===== config.mk =====
export PLATFORM = sky130hd
export DESIGN_NAME = hv_core
export DESIGN_NICKNAME = d
export VERILOG_FILES = /design/src/logic/hv_pkg.sv /design/src/logic/hv_ctrl_fsm.sv /design/src/logic/hv_wdg_timer.sv /design/src/logic/hv_fault_filter.sv /design/src/logic/hv_pwm_gate.sv /design/src/logic/hv_core.sv
export SDC_FILE = /design/constraint.sdc
export NUM_CORES = 1
export LEC_CHECK = 0
export BUFFER_PORTS_ARGS = -buffer_cell sky130_fd_sc_hd__buf_2
export CORE_ASPECT_RATIO = 2
export CORE_MARGIN = 5
export CORE_UTILIZATION = 63
export DETAILED_ROUTE_END_ITERATION = 6
export PLACE_DENSITY = 0.88
export REMOVE_ABC_BUFFERS = 1
export SLEW_MARGIN = 15
export SYNTH_ARGS = -nofsm -noshare
export SYNTH_HDL_FRONTEND = slang
export SYNTH_HIERARCHICAL = 1
export SYNTH_SLANG_ARGS = --single-unit

===== constraint.sdc =====
create_clock -name i_clk -period 3.9 [get_ports i_clk]
set_input_delay 1.17 -clock i_clk [delete_from_list [all_inputs] [get_ports i_clk]]
set_output_delay 1.17 -clock i_clk [all_outputs]
set_load 0.05 [all_outputs]

===== src/logic/hv_pkg.sv =====
package hv_pkg;

    //========================================
    // control fsm
    //========================================
    typedef enum logic [1:0] {
        ST_WAIT     = 2'd0,
        ST_CFG      = 2'd1,
        ST_NORMAL   = 2'd2,
        ST_FAILSAFE = 2'd3
    } ctrl_st_e;

    typedef enum logic [2:0] {
        CMD_NOP     = 3'd0,
        CMD_CFG     = 3'd1,
        CMD_NORMAL  = 3'd2,
        CMD_RESET   = 3'd3,
        CMD_CLR_FLT = 3'd4
    } mode_cmd_e;

    //========================================
    // analog fault flags
    //========================================
    localparam int FLT_NUM = 6;

    localparam int FLT_UV    = 0; // vcc undervoltage
    localparam int FLT_OV    = 1; // vcc overvoltage
    localparam int FLT_OT    = 2;
    localparam int FLT_OC    = 3;
    localparam int FLT_DESAT = 4;
    localparam int FLT_SCP   = 5; // short circuit

    typedef logic [FLT_NUM-1:0] flt_vec_t;

    localparam int FLT_DEB_CYC = 4;
    localparam int FLT_DEB_W   = $clog2(FLT_DEB_CYC + 1);

    //========================================
    // watchdog
    //========================================
    localparam int WDG_SEL_W = 2;
    localparam int WDG_CNT_W = 10;

    // timeout limits in clock cycles, index 0 is the shortest
    localparam logic [2**WDG_SEL_W-1:0][WDG_CNT_W-1:0] WDG_TMO_CYC = {
        10'd512, 10'd256, 10'd128, 10'd64
    };

endpackage


===== src/logic/hv_ctrl_fsm.sv =====
`timescale 1ns/1ps

module hv_ctrl_fsm (
    input  logic              i_clk,
    input  logic              i_rst,
    input  logic              i_cmd_vld,
    input  hv_pkg::mode_cmd_e i_cmd,
    input  logic              i_flt_any,
    input  logic              i_wdg_tmo,
    input  logic              i_fs_req,
    output hv_pkg::ctrl_st_e  o_ctrl_st,
    output logic              o_pwm_en,
    output logic              o_fsc_en,
    output logic              o_wdg_en,
    output logic              o_flt_clr,
    output logic              o_intb_n
);

    hv_pkg::ctrl_st_e st_nxt;
    logic             fs_trig;
    logic             st_active; // cfg or normal

    assign fs_trig   = i_flt_any | i_wdg_tmo | i_fs_req;
    assign st_active = (o_ctrl_st == hv_pkg::ST_CFG) || (o_ctrl_st == hv_pkg::ST_NORMAL);

    //========================================
    // next state
    //========================================
    always_comb begin
        st_nxt = o_ctrl_st;
        if (st_active && fs_trig) begin
            st_nxt = hv_pkg::ST_FAILSAFE; // faults win over commands
        end else if (i_cmd_vld) begin
            case (i_cmd)
                hv_pkg::CMD_CFG: begin
                    if (o_ctrl_st == hv_pkg::ST_WAIT) begin
                        st_nxt = hv_pkg::ST_CFG;
                    end
                end
                hv_pkg::CMD_NORMAL: begin
                    if (o_ctrl_st == hv_pkg::ST_CFG) begin
                        st_nxt = hv_pkg::ST_NORMAL;
                    end
                end
                hv_pkg::CMD_RESET: begin
                    // failsafe is left only once the causes are gone
                    if (o_ctrl_st != hv_pkg::ST_FAILSAFE || (!i_flt_any && !i_wdg_tmo)) begin
                        st_nxt = hv_pkg::ST_WAIT;
                    end
                end
                hv_pkg::CMD_NOP, hv_pkg::CMD_CLR_FLT: begin
                    st_nxt = o_ctrl_st;
                end
                default: begin
                    st_nxt = o_ctrl_st;
                end
            endcase
        end
    end

    //========================================
    // state and output registers
    //========================================
    always_ff @(posedge i_clk) begin
        if (i_rst) begin
            o_ctrl_st <= hv_pkg::ST_WAIT;
            o_pwm_en  <= 1'b0;
            o_fsc_en  <= 1'b0;
            o_wdg_en  <= 1'b0;
            o_flt_clr <= 1'b0;
            o_intb_n  <= 1'b1;
        end else begin
            o_ctrl_st <= st_nxt;
            o_pwm_en  <= (o_ctrl_st == hv_pkg::ST_NORMAL);
            o_fsc_en  <= (o_ctrl_st == hv_pkg::ST_FAILSAFE);
            o_wdg_en  <= st_active;
            o_flt_clr <= i_cmd_vld && (i_cmd == hv_pkg::CMD_CLR_FLT); // one cycle pulse
            o_intb_n  <= ~(i_flt_any | i_wdg_tmo);
        end
    end

    a_en_excl: assert property (@(posedge i_clk) disable iff (i_rst)
        !(o_pwm_en && o_fsc_en));

    // pwm drops two cycles after a failsafe trigger in normal
    a_pwm_off: assert property (@(posedge i_clk) disable iff (i_rst)
        (o_ctrl_st == hv_pkg::ST_NORMAL && fs_trig) |=> ##1 !o_pwm_en);

endmodule


===== src/logic/hv_wdg_timer.sv =====
`timescale 1ns/1ps

module hv_wdg_timer (
    input  logic                         i_clk,
    input  logic                         i_rst,
    input  logic                         i_wdg_en,
    input  logic                         i_owt_rx_pulse,
    input  logic [hv_pkg::WDG_SEL_W-1:0] i_tmo_sel,
    input  logic                         i_flt_clr,
    output logic                         o_wdg_tmo
);

    logic [hv_pkg::WDG_CNT_W-1:0] cnt;
    logic [hv_pkg::WDG_CNT_W-1:0] cnt_nxt;
    logic [hv_pkg::WDG_CNT_W-1:0] tmo_lim;

    assign tmo_lim = hv_pkg::WDG_TMO_CYC[i_tmo_sel];

    always_comb begin
        if (!i_wdg_en || i_owt_rx_pulse) begin
            cnt_nxt = '0; // restart on rx activity
        end else if (cnt < tmo_lim) begin
            cnt_nxt = cnt + 1'b1;
        end else begin
            cnt_nxt = tmo_lim; // saturate, also clamps after a smaller select
        end
    end

    always_ff @(posedge i_clk) begin
        if (i_rst) begin
            cnt       <= '0;
            o_wdg_tmo <= 1'b0;
        end else begin
            cnt <= cnt_nxt;
            if (i_flt_clr) begin
                o_wdg_tmo <= 1'b0;
            end else if (cnt_nxt == tmo_lim) begin
                o_wdg_tmo <= 1'b1; // sticky
            end
        end
    end

    a_cnt_lim: assert property (@(posedge i_clk) disable iff (i_rst)
        $stable(i_tmo_sel) |-> (cnt <= tmo_lim));

endmodule


===== src/logic/hv_fault_filter.sv =====
`timescale 1ns/1ps

module hv_fault_filter (
    input  logic             i_clk,
    input  logic             i_rst,
    input  logic             i_hv_vcc_uv,
    input  logic             i_hv_vcc_ov,
    input  logic             i_hv_ot,
    input  logic             i_hv_oc,
    input  logic             i_hv_desat_flt,
    input  logic             i_hv_scp_flt,
    input  logic             i_flt_clr,
    output hv_pkg::flt_vec_t o_flt_status,
    output logic             o_flt_any
);

    hv_pkg::flt_vec_t flt_raw;
    hv_pkg::flt_vec_t flt_meta;
    hv_pkg::flt_vec_t flt_sync;

    logic [hv_pkg::FLT_DEB_W-1:0] deb_cnt [hv_pkg::FLT_NUM];

    assign flt_raw[hv_pkg::FLT_UV]    = i_hv_vcc_uv;
    assign flt_raw[hv_pkg::FLT_OV]    = i_hv_vcc_ov;
    assign flt_raw[hv_pkg::FLT_OT]    = i_hv_ot;
    assign flt_raw[hv_pkg::FLT_OC]    = i_hv_oc;
    assign flt_raw[hv_pkg::FLT_DESAT] = i_hv_desat_flt;
    assign flt_raw[hv_pkg::FLT_SCP]   = i_hv_scp_flt;

    // two flop synchronizer for the analog flags
    always_ff @(posedge i_clk) begin
        if (i_rst) begin
            flt_meta <= '0;
            flt_sync <= '0;
        end else begin
            flt_meta <= flt_raw;
            flt_sync <= flt_meta;
        end
    end

    //========================================
    // debounce and sticky latch per flag
    //========================================
    for (genvar i = 0; i < hv_pkg::FLT_NUM; i++) begin : g_flt
        always_ff @(posedge i_clk) begin
            if (i_rst) begin
                deb_cnt[i]      <= '0;
                o_flt_status[i] <= 1'b0;
            end else begin
                if (!flt_sync[i]) begin
                    deb_cnt[i] <= '0; // any low cycle restarts
                end else if (deb_cnt[i] != hv_pkg::FLT_DEB_W'(hv_pkg::FLT_DEB_CYC)) begin
                    deb_cnt[i] <= deb_cnt[i] + 1'b1;
                end

                if (i_flt_clr && !flt_sync[i]) begin
                    o_flt_status[i] <= 1'b0;
                end else if (deb_cnt[i] == hv_pkg::FLT_DEB_W'(hv_pkg::FLT_DEB_CYC)) begin
                    o_flt_status[i] <= 1'b1;
                end
            end
        end

        a_no_early: assert property (@(posedge i_clk) disable iff (i_rst)
            $rose(o_flt_status[i]) |->
                ($past(deb_cnt[i]) == hv_pkg::FLT_DEB_W'(hv_pkg::FLT_DEB_CYC)));
    end

    assign o_flt_any = |o_flt_status;

endmodule


===== src/logic/hv_pwm_gate.sv =====
`timescale 1ns/1ps

module hv_pwm_gate (
    input  logic i_clk,
    input  logic i_rst,
    input  logic i_ang_dgt_pwm_wv,
    input  logic i_ang_dgt_pwm_fs,
    input  logic i_pwm_en,
    output logic o_io_pwm_l2h,
    output logic o_fs_req
);

    logic [1:0] wv_sync; // [1] is the stable stage
    logic [1:0] fs_sync;

    always_ff @(posedge i_clk) begin
        if (i_rst) begin
            wv_sync <= '0;
            fs_sync <= '0;
        end else begin
            wv_sync <= {wv_sync[0], i_ang_dgt_pwm_wv};
            fs_sync <= {fs_sync[0], i_ang_dgt_pwm_fs};
        end
    end

    // gated wave to the level shifter
    always_ff @(posedge i_clk) begin
        if (i_rst) begin
            o_io_pwm_l2h <= 1'b0;
        end else begin
            o_io_pwm_l2h <= wv_sync[1] & i_pwm_en;
        end
    end

    assign o_fs_req = fs_sync[1];

    a_gate_off: assert property (@(posedge i_clk) disable iff (i_rst)
        !i_pwm_en |=> !o_io_pwm_l2h);

endmodule


===== src/logic/hv_core.sv =====
`timescale 1ns/1ps

module hv_core (
    input  logic                         i_clk,
    input  logic                         i_rst,
    input  logic                         i_cmd_vld,
    input  hv_pkg::mode_cmd_e            i_cmd,
    input  logic                         i_lv_hv_owt_rx, // rx activity pulse
    input  logic [hv_pkg::WDG_SEL_W-1:0] i_wdg_tmo_sel,
    input  logic                         i_hv_vcc_uv,
    input  logic                         i_hv_vcc_ov,
    input  logic                         i_hv_ot,
    input  logic                         i_hv_oc,
    input  logic                         i_hv_desat_flt,
    input  logic                         i_hv_scp_flt,
    input  logic                         i_ang_dgt_pwm_wv,
    input  logic                         i_ang_dgt_pwm_fs,
    output hv_pkg::ctrl_st_e             o_ctrl_st,
    output hv_pkg::flt_vec_t             o_flt_status,
    output logic                         o_dgt_ang_pwm_en,
    output logic                         o_dgt_ang_fsc_en,
    output logic                         o_io_pwm_l2h,
    output logic                         o_intb_n
);

    //========================================
    // internal nets
    //========================================
    logic wdg_en;
    logic flt_clr;
    logic flt_any;
    logic wdg_tmo;
    logic fs_req;

    hv_ctrl_fsm u_ctrl_fsm (
        .i_clk     (i_clk),
        .i_rst     (i_rst),
        .i_cmd_vld (i_cmd_vld),
        .i_cmd     (i_cmd),
        .i_flt_any (flt_any),
        .i_wdg_tmo (wdg_tmo),
        .i_fs_req  (fs_req),
        .o_ctrl_st (o_ctrl_st),
        .o_pwm_en  (o_dgt_ang_pwm_en),
        .o_fsc_en  (o_dgt_ang_fsc_en),
        .o_wdg_en  (wdg_en),
        .o_flt_clr (flt_clr),
        .o_intb_n  (o_intb_n)
    );

    hv_wdg_timer u_wdg_timer (
        .i_clk          (i_clk),
        .i_rst          (i_rst),
        .i_wdg_en       (wdg_en),
        .i_owt_rx_pulse (i_lv_hv_owt_rx),
        .i_tmo_sel      (i_wdg_tmo_sel),
        .i_flt_clr      (flt_clr),
        .o_wdg_tmo      (wdg_tmo)
    );

    hv_fault_filter u_fault_filter (
        .i_clk          (i_clk),
        .i_rst          (i_rst),
        .i_hv_vcc_uv    (i_hv_vcc_uv),
        .i_hv_vcc_ov    (i_hv_vcc_ov),
        .i_hv_ot        (i_hv_ot),
        .i_hv_oc        (i_hv_oc),
        .i_hv_desat_flt (i_hv_desat_flt),
        .i_hv_scp_flt   (i_hv_scp_flt),
        .i_flt_clr      (flt_clr),
        .o_flt_status   (o_flt_status),
        .o_flt_any      (flt_any)
    );

    hv_pwm_gate u_pwm_gate (
        .i_clk            (i_clk),
        .i_rst            (i_rst),
        .i_ang_dgt_pwm_wv (i_ang_dgt_pwm_wv),
        .i_ang_dgt_pwm_fs (i_ang_dgt_pwm_fs),
        .i_pwm_en         (o_dgt_ang_pwm_en), // gate straight from the fsm enable
        .o_io_pwm_l2h     (o_io_pwm_l2h),
        .o_fs_req         (fs_req)
    );

endmodule


== Yosys cells after proc, flatten, opt, wreduce, memory -nomap -nowiden ==
Memories as Yosys holds them, arrays and structs flattened.
Cells that the tools add are included.

* Bits in registers: 41
* Memory bits (writable): 18
* Input port bits: 17
* Output and inout port bits: 12
* Word-level logic and storage cells: 168
* Memories: 1

* Add/subtract/negate cells: 7
* Order comparisons: 2
* Equal/unequal tests: 24
* Multiplexer cells: 66
* Bitwise logic cells: 16
* Reductions and logical operators: 33

{| class="wikitable"
|+ Memory list
! memory !! words !! bits a word !! rd ports !! clocked after memory_dff !! write ports !! line !! text
|-
| u_fault_filter.deb_cnt || 6 || 3 || 6 || 0 || 6 || hv_fault_filter.sv:21 || <nowiki>logic [hv_pkg::FLT_DEB_W-1:0] deb_cnt [hv_pkg::FLT_NUM];</nowiki>
|}

{| class="wikitable"
|+ Operators with widths
! operator !! number
|-
| 2-to-1 mux 1 bit || 44
|-
| 2-to-1 mux 3 bit || 12
|-
| 2-to-1 mux 10 bit || 3
|-
| == test 3 bit (second input constant) || 7
|-
| binary-select mux 10 bit (select 2 bit) || 1
|-
| adder 3 x 1 -> 3 bit (second input constant) || 6
|-
| != test 3 bit (second input constant) || 6
|-
| OR 1 bit || 14
|-
| OR reduction 2 bit || 7
|-
| adder 10 x 1 -> 10 bit (second input constant) || 1
|-
| == test 10 bit || 1
|-
| < comparator 10 bit || 1
|-
| 2-to-1 mux 2 bit || 5
|-
| logical AND 1 bit || 9
|-
| zero test 1 bit || 9
|-
| != test 3 x 1 -> 1 bit (second input constant) || 3
|-
| == test 3 x 2 -> 1 bit (second input constant) || 2
|-
| one-hot mux 2 bit (3 select lines) || 1
|-
| OR reduction 6 bit || 1
|-
| AND reduction 5 bit || 1
|-
| == test 2 bit (second input constant) || 2
|-
| nonzero test 4 bit || 1
|-
| == test 3 x 1 -> 1 bit (second input constant) || 1
|-
| logical OR 1 bit || 3
|-
| 7 further kinds || 7
|}

== Longest topological paths before layout ==
* Word-level depth: 8
* Gate-level depth with buffers: 11
* Mapped depth without buffers: 9

== Cells and area by module ==
Netlist, hierarchy kept.

{| class="wikitable"
|+ Modules (own cells, without submodules)
! module !! times used !! cells an instance !! area each (sq um) !! seq. area each (sq um)
|-
| hv_fault_filter || 1 || 143 || 1625.3 || 900.9
|-
| hv_wdg_timer || 1 || 106 || 837.1 || 220.2
|-
| hv_ctrl_fsm || 1 || 33 || 341.6 || 140.1
|-
| hv_pwm_gate || 1 || 10 || 145.1 || 100.1
|}

== Worst setup path before layout ==
OpenSTA, ideal clock, no wires.

* Path type: input to register
* Start: input i_wdg_tmo_sel[0] (netlist bit)
* End: register u_wdg_timer.o_wdg_tmo
* Setup time: 0.122 ns
* Data arrival time: 2.873 ns
* Required time: 3.778 ns
* Path slack: 0.905 ns
* Stages on the path: 11
* Buffers on the path: 2
* Cell sequence: buf_4 > inv_1 > nand2_1 > ha_1 > a21o_2 > a221oi_4 > buf_6 > nand2_4 > nor4_2 > o21ai_1 > o311a_1

* Word-level cells in the longest chain between the ends: 6

{| class="wikitable"
|+ RTL lines
! what !! line !! text
|-
| from (decl) || hv_core.sv:9 || <nowiki>input logic [hv_pkg::WDG_SEL_W-1:0] i_wdg_tmo_sel,</nowiki>
|-
| binary-select mux 10 bit (select 2 bit) * || hv_wdg_timer.sv:17 || <nowiki>assign tmo_lim = hv_pkg::WDG_TMO_CYC[i_tmo_sel];</nowiki>
|-
| 2-to-1 mux 10 bit (implied by the code) * || hv_wdg_timer.sv:17 ||
|-
| < comparator 10 bit || hv_wdg_timer.sv:22 || <nowiki>end else if (cnt < tmo_lim) begin</nowiki>
|-
| 2-to-1 mux 10 bit || hv_wdg_timer.sv:22 ||
|-
| 2-to-1 mux 10 bit || hv_wdg_timer.sv:20 || <nowiki>if (!i_wdg_en || i_owt_rx_pulse) begin</nowiki>
|-
| == test 10 bit * || hv_wdg_timer.sv:37 || <nowiki>end else if (cnt_nxt == tmo_lim) begin</nowiki>
|-
| to (signal assigned) || hv_wdg_timer.sv:32 || <nowiki>o_wdg_tmo <= 1'b0;</nowiki>
|-
| to (signal assigned) || hv_wdg_timer.sv:36 || <nowiki>o_wdg_tmo <= 1'b0;</nowiki>
|-
| to (signal assigned) || hv_wdg_timer.sv:38 || <nowiki>o_wdg_tmo <= 1'b1;</nowiki>
|-
| to (decl) || hv_wdg_timer.sv:10 || <nowiki>output logic o_wdg_tmo</nowiki>
|}

Mark *: on every way between the ends. The rest lies on a longest branch, timed or not. The select of a mux whose other input is x is not followed.
A chain may end at the register's enable or synchronous reset.

== Final worst setup path ==
Same ends and word-level chain as after synthesis.

==> results.md <==
- Unrepaired setup endpoints after global routing: no
- Post-synth EDFFs: 18
- Endpoints failing setup: 0
- Drt drc: 0
- Share of the synthesized area in the top cell type: 27.83%
- Clock skew: 9.039 ps
- Routed WL: 5.619 mm
- Startpoint types: input pin
- Slew headroom: 61.37%
- Most used cell, CP: nand2_1
- Final hold vios: 0
- H-tree Lvls: 3
- Storage element area: 1361 um^2
- Post-DRT Antenna Nets: 0
- Gpl congestion: 0.9448
- Clock Sinks: 59
- Post-synthesis sequential area ratio: 46.16%
- GR Overflow Total: 0
- CTS Buf Count: 9
- Top cells by area, synth: dfxtp_1 (28%), edfxtp_1 (18%), ha_1 (8.5%)
- Num rows: 35
- Largest family of logic cells by synthesized area: simple AND/OR/NAND/NOR gates
- Area of placed instances: 3120 um^2
- Detail Placement HPWL: 4.220 mm
- Crit-path leading delay family: compound AO/OA/AOI/OAI gates
- Via-to-Cell Ratio: 5.661
- Clock root cell: clkbuf_8
- Post-Syn Instances: 292
- Ant diodes: 0
- Status: finished, final reports clean
- Final critical-path share of the clock period: 75.24%
- DR top layer: met4
- Leakage: 1.407 nW
- Wl on met1: 2.080 mm
- Drt first pass iters: 4
- CTS tree: yes
- Pin count of the biggest net entering global routing: 31
- Bufs and invs on worst path: 2
- Mapped Area: 2949 um^2
- Synth Flop Type: dfxtp_1
- Total number of vias: 2191
- Multi-input gate area: 1468 um^2
- Wire length on met2: 3.164 mm
- Core box area: 4598 um^2
- Fmax: 340.8 MHz
- Worst Path Required: 4110 ps
- Hold bufs inserted after CTS: 0
- Leading area contributor after synthesis: dfxtp_1
- Filler cells: 338
- First-pass GRT wire length: 9.577 mm
- Worst EP arrival: 3150 ps
- WL/cell: 14.52 um
- Post-layout min period: 2934 ps
- Pwr dens: 397.7 nW/um^2
- Post-Synth Simple-Gate Area: 27.70%
- Post-CTS Setup Bufs: 0
- CP Class: input pin to register
- P&R area growth vs syn: 12.52%
- Synth Area in Compound Gates: 10.61%
- Die area: 6233 um^2
- Synth Area in XOR/XNOR: 2.970%
- Io pins: 29
- Reg clk slew, reported paths: 70 ps
- Mux cell area share after synthesis: 0%
- Max FO, Critical Path: 12
- Layout Nets: 364
- Worst IR Drop VDD: 0.4333 mV
- 1st-iter DRT viols: 74
- Post-Synth Adder-Cell Area: 8.485%
- Cell Chain, Critical Path: buf_2 -> inv_1 -> nand2_1 -> ha_1 -> a21o_2 -> a221oi_4 -> a21oi_1 -> nand2_1 -> o31ai_1 -> o311a_1
- Vias in the first global route: 2235
- Yosys Warn Count: 6
- Chip Height: 106.8 um
- Slowest stage delay, CP: 560 ps
- Initial Util: 64.14%
- IO buf count: 28
- Actual slew at the worst max-slew pin: 579.4 ps
- Initial antenna violation count: 0
- Slew Limit Fails: 0
- CP max stage cell: a221oi_4
- Flops & latches, synth: 59
- Synthesized area per cell: 10.10 um^2
- Crit end category: register
- Ys async rst share: 0%
- FF-to-FF setup slack: 1630 ps
- Cell area after layout: 3318 um^2
- Setup Total Neg Slack: 0 ps
- Unique masters post-synth: 49
- GRT Total Usage: 19.97%
- Path category of the worst min-delay check: register to register
- Share of cells above drive strength 1: 21.39%
- DR WL met3: 196 um
- Die X-Extent: 58.38 um
- PostCTS Resize Cnt: 0
- Max-cap violations: 0
- Max clock buf depth: 2
- Worst skew pair latency: 330 ps
where the power goes:
group / internal, W / total, W / switching, W
clock: 0.000330 / 0.000545 / 0.000216
combinational: 0.0000452 / 0.000115 / 0.0000698
sequential: 0.000647 / 0.000659 / 0.0000126
total: 0.00102 / 0.00132 / 0.000298
cell families after synthesis:
logic type                 Yosys count
AOI/OAI and AO/OA                   43
xor gates and xnor gates            10
adders and majority gates           20
buffers and inverters               25
DFF                                 59
and+or+nand+nor                    135
Yosys cell counts (2+ instances only):
library cell and instances:
and3_2 10, and3_1 5, nand2_1 18, and4b_1 2, nor3b_1 6, buf_6 3
nand3b_1 2, edfxtp_1 18, a211oi_1 4, nor2b_2 2, o211ai_1 2, xnor2_1 6
nand3_1 8, o22ai_1 2, nand4_1 2, a21oi_1 12, o21ai_0 3, nor2_1 18
o21a_1 6, nor2b_1 28, nor3_1 12, xor2_1 4, o32ai_1 2, inv_1 20
and2b_2 10, nand4b_1 2, nand2b_1 3, dfxtp_1 41, o31ai_1 2, ha_1 20
layout make-up:
type / count / share of cell area, %
flip-flops and latches: 59 / 41.03
clock buffers: 14 / 4.902
multi-input cells: 208 / 44.23
clock inverters: 2 / 1.056
inverters: 20 / 2.262
repair buffers: 29 / 4.449
well taps: 55 / 2.074
metal layers:
metal  global-route usage, %  up-vias
li1                        -     1094
met1                   19.10     1040
met2                   36.80       40
met3                   5.060       17
met4                   10.95        0
met5                       0        -
state kept, by name, indices dropped and copies added, names as in the netlist:
register	count
u_ctrl_fsm/o_pwm_en	1
u_wdg_timer/o_wdg_tmo	1
u_ctrl_fsm/o_fsc_en	1
u_ctrl_fsm/o_intb_n	1
u_fault_filter/flt_meta	6
u_pwm_gate/wv_sync	2
u_fault_filter/deb_cnt	18
u_wdg_timer/cnt	10
u_ctrl_fsm/o_flt_clr	1
u_fault_filter/o_flt_status	6
u_pwm_gate/o_io_pwm_l2h	1
u_ctrl_fsm/o_wdg_en	1
u_fault_filter/flt_sync	6
u_pwm_gate/fs_sync	2
u_ctrl_fsm/o_ctrl_st	2
cell usage in the layout (no fill, tap or decap), types with 8 or more instances in the layout:
cell type  Yosys  layout
buf_2          0      28
nand3_1        8       8
nor3_1        12      12
nand2_1       18      18
clkbuf_8       0      11
a21oi_1       12      12
nor2_1        18      18
ha_1          20      20
nor2b_1       28      28
edfxtp_1      18      18
inv_1         20      20
and3_2        10      10
dfxtp_1       41      41
and2b_2       10      10
path summary, 6_finish.rpt:
kind                                                 start                         end  depth (start not counted)
worst max register to register          u_wdg_timer/cnt[8]       u_wdg_timer/o_wdg_tmo                          7
worst min register to register  u_fault_filter/flt_meta[3]  u_fault_filter/flt_sync[3]                          1
worst max-delay path                      i_wdg_tmo_sel[0]       u_wdg_timer/o_wdg_tmo                         10
worst min-delay path            u_fault_filter/flt_meta[3]  u_fault_filter/flt_sync[3]                          1
metrics by stage:
| stage | hold WS (ps) | utilization, % | setup slack (ps) | instances | total power [W] |
|---|---|---|---|---|---|
| 2_1_floorplan | 413.8 | - | 1015 | 287 | 0.0007472 |
| 3_3_place_gp | 417.6 | 67.86 | 710.2 | 371 | 0.0007838 |
| 3_5_place_dp | 430.3 | 67.86 | 658.9 | 371 | 0.0007869 |
| 4_1_cts | 434.8 | 72.16 | 1010 | 387 | 0.001333 |
| 5_1_grt | 453.6 | 72.16 | 817.1 | 387 | 0.001384 |
| 6_report | 431.9 | 72.16 | 965.6 | 387 | 0.001320 |
worst reg2reg max path: cells and delay by family, from the launching register on:
kind / cells / cell delay (ps)
adders and majority gates: 1 / 300
AOI/OAI and AO/OA: 5 / 1290
and+or+nand+nor: 1 / 100
DFF: 1 / 470
(Power assumes the default switching activity.)
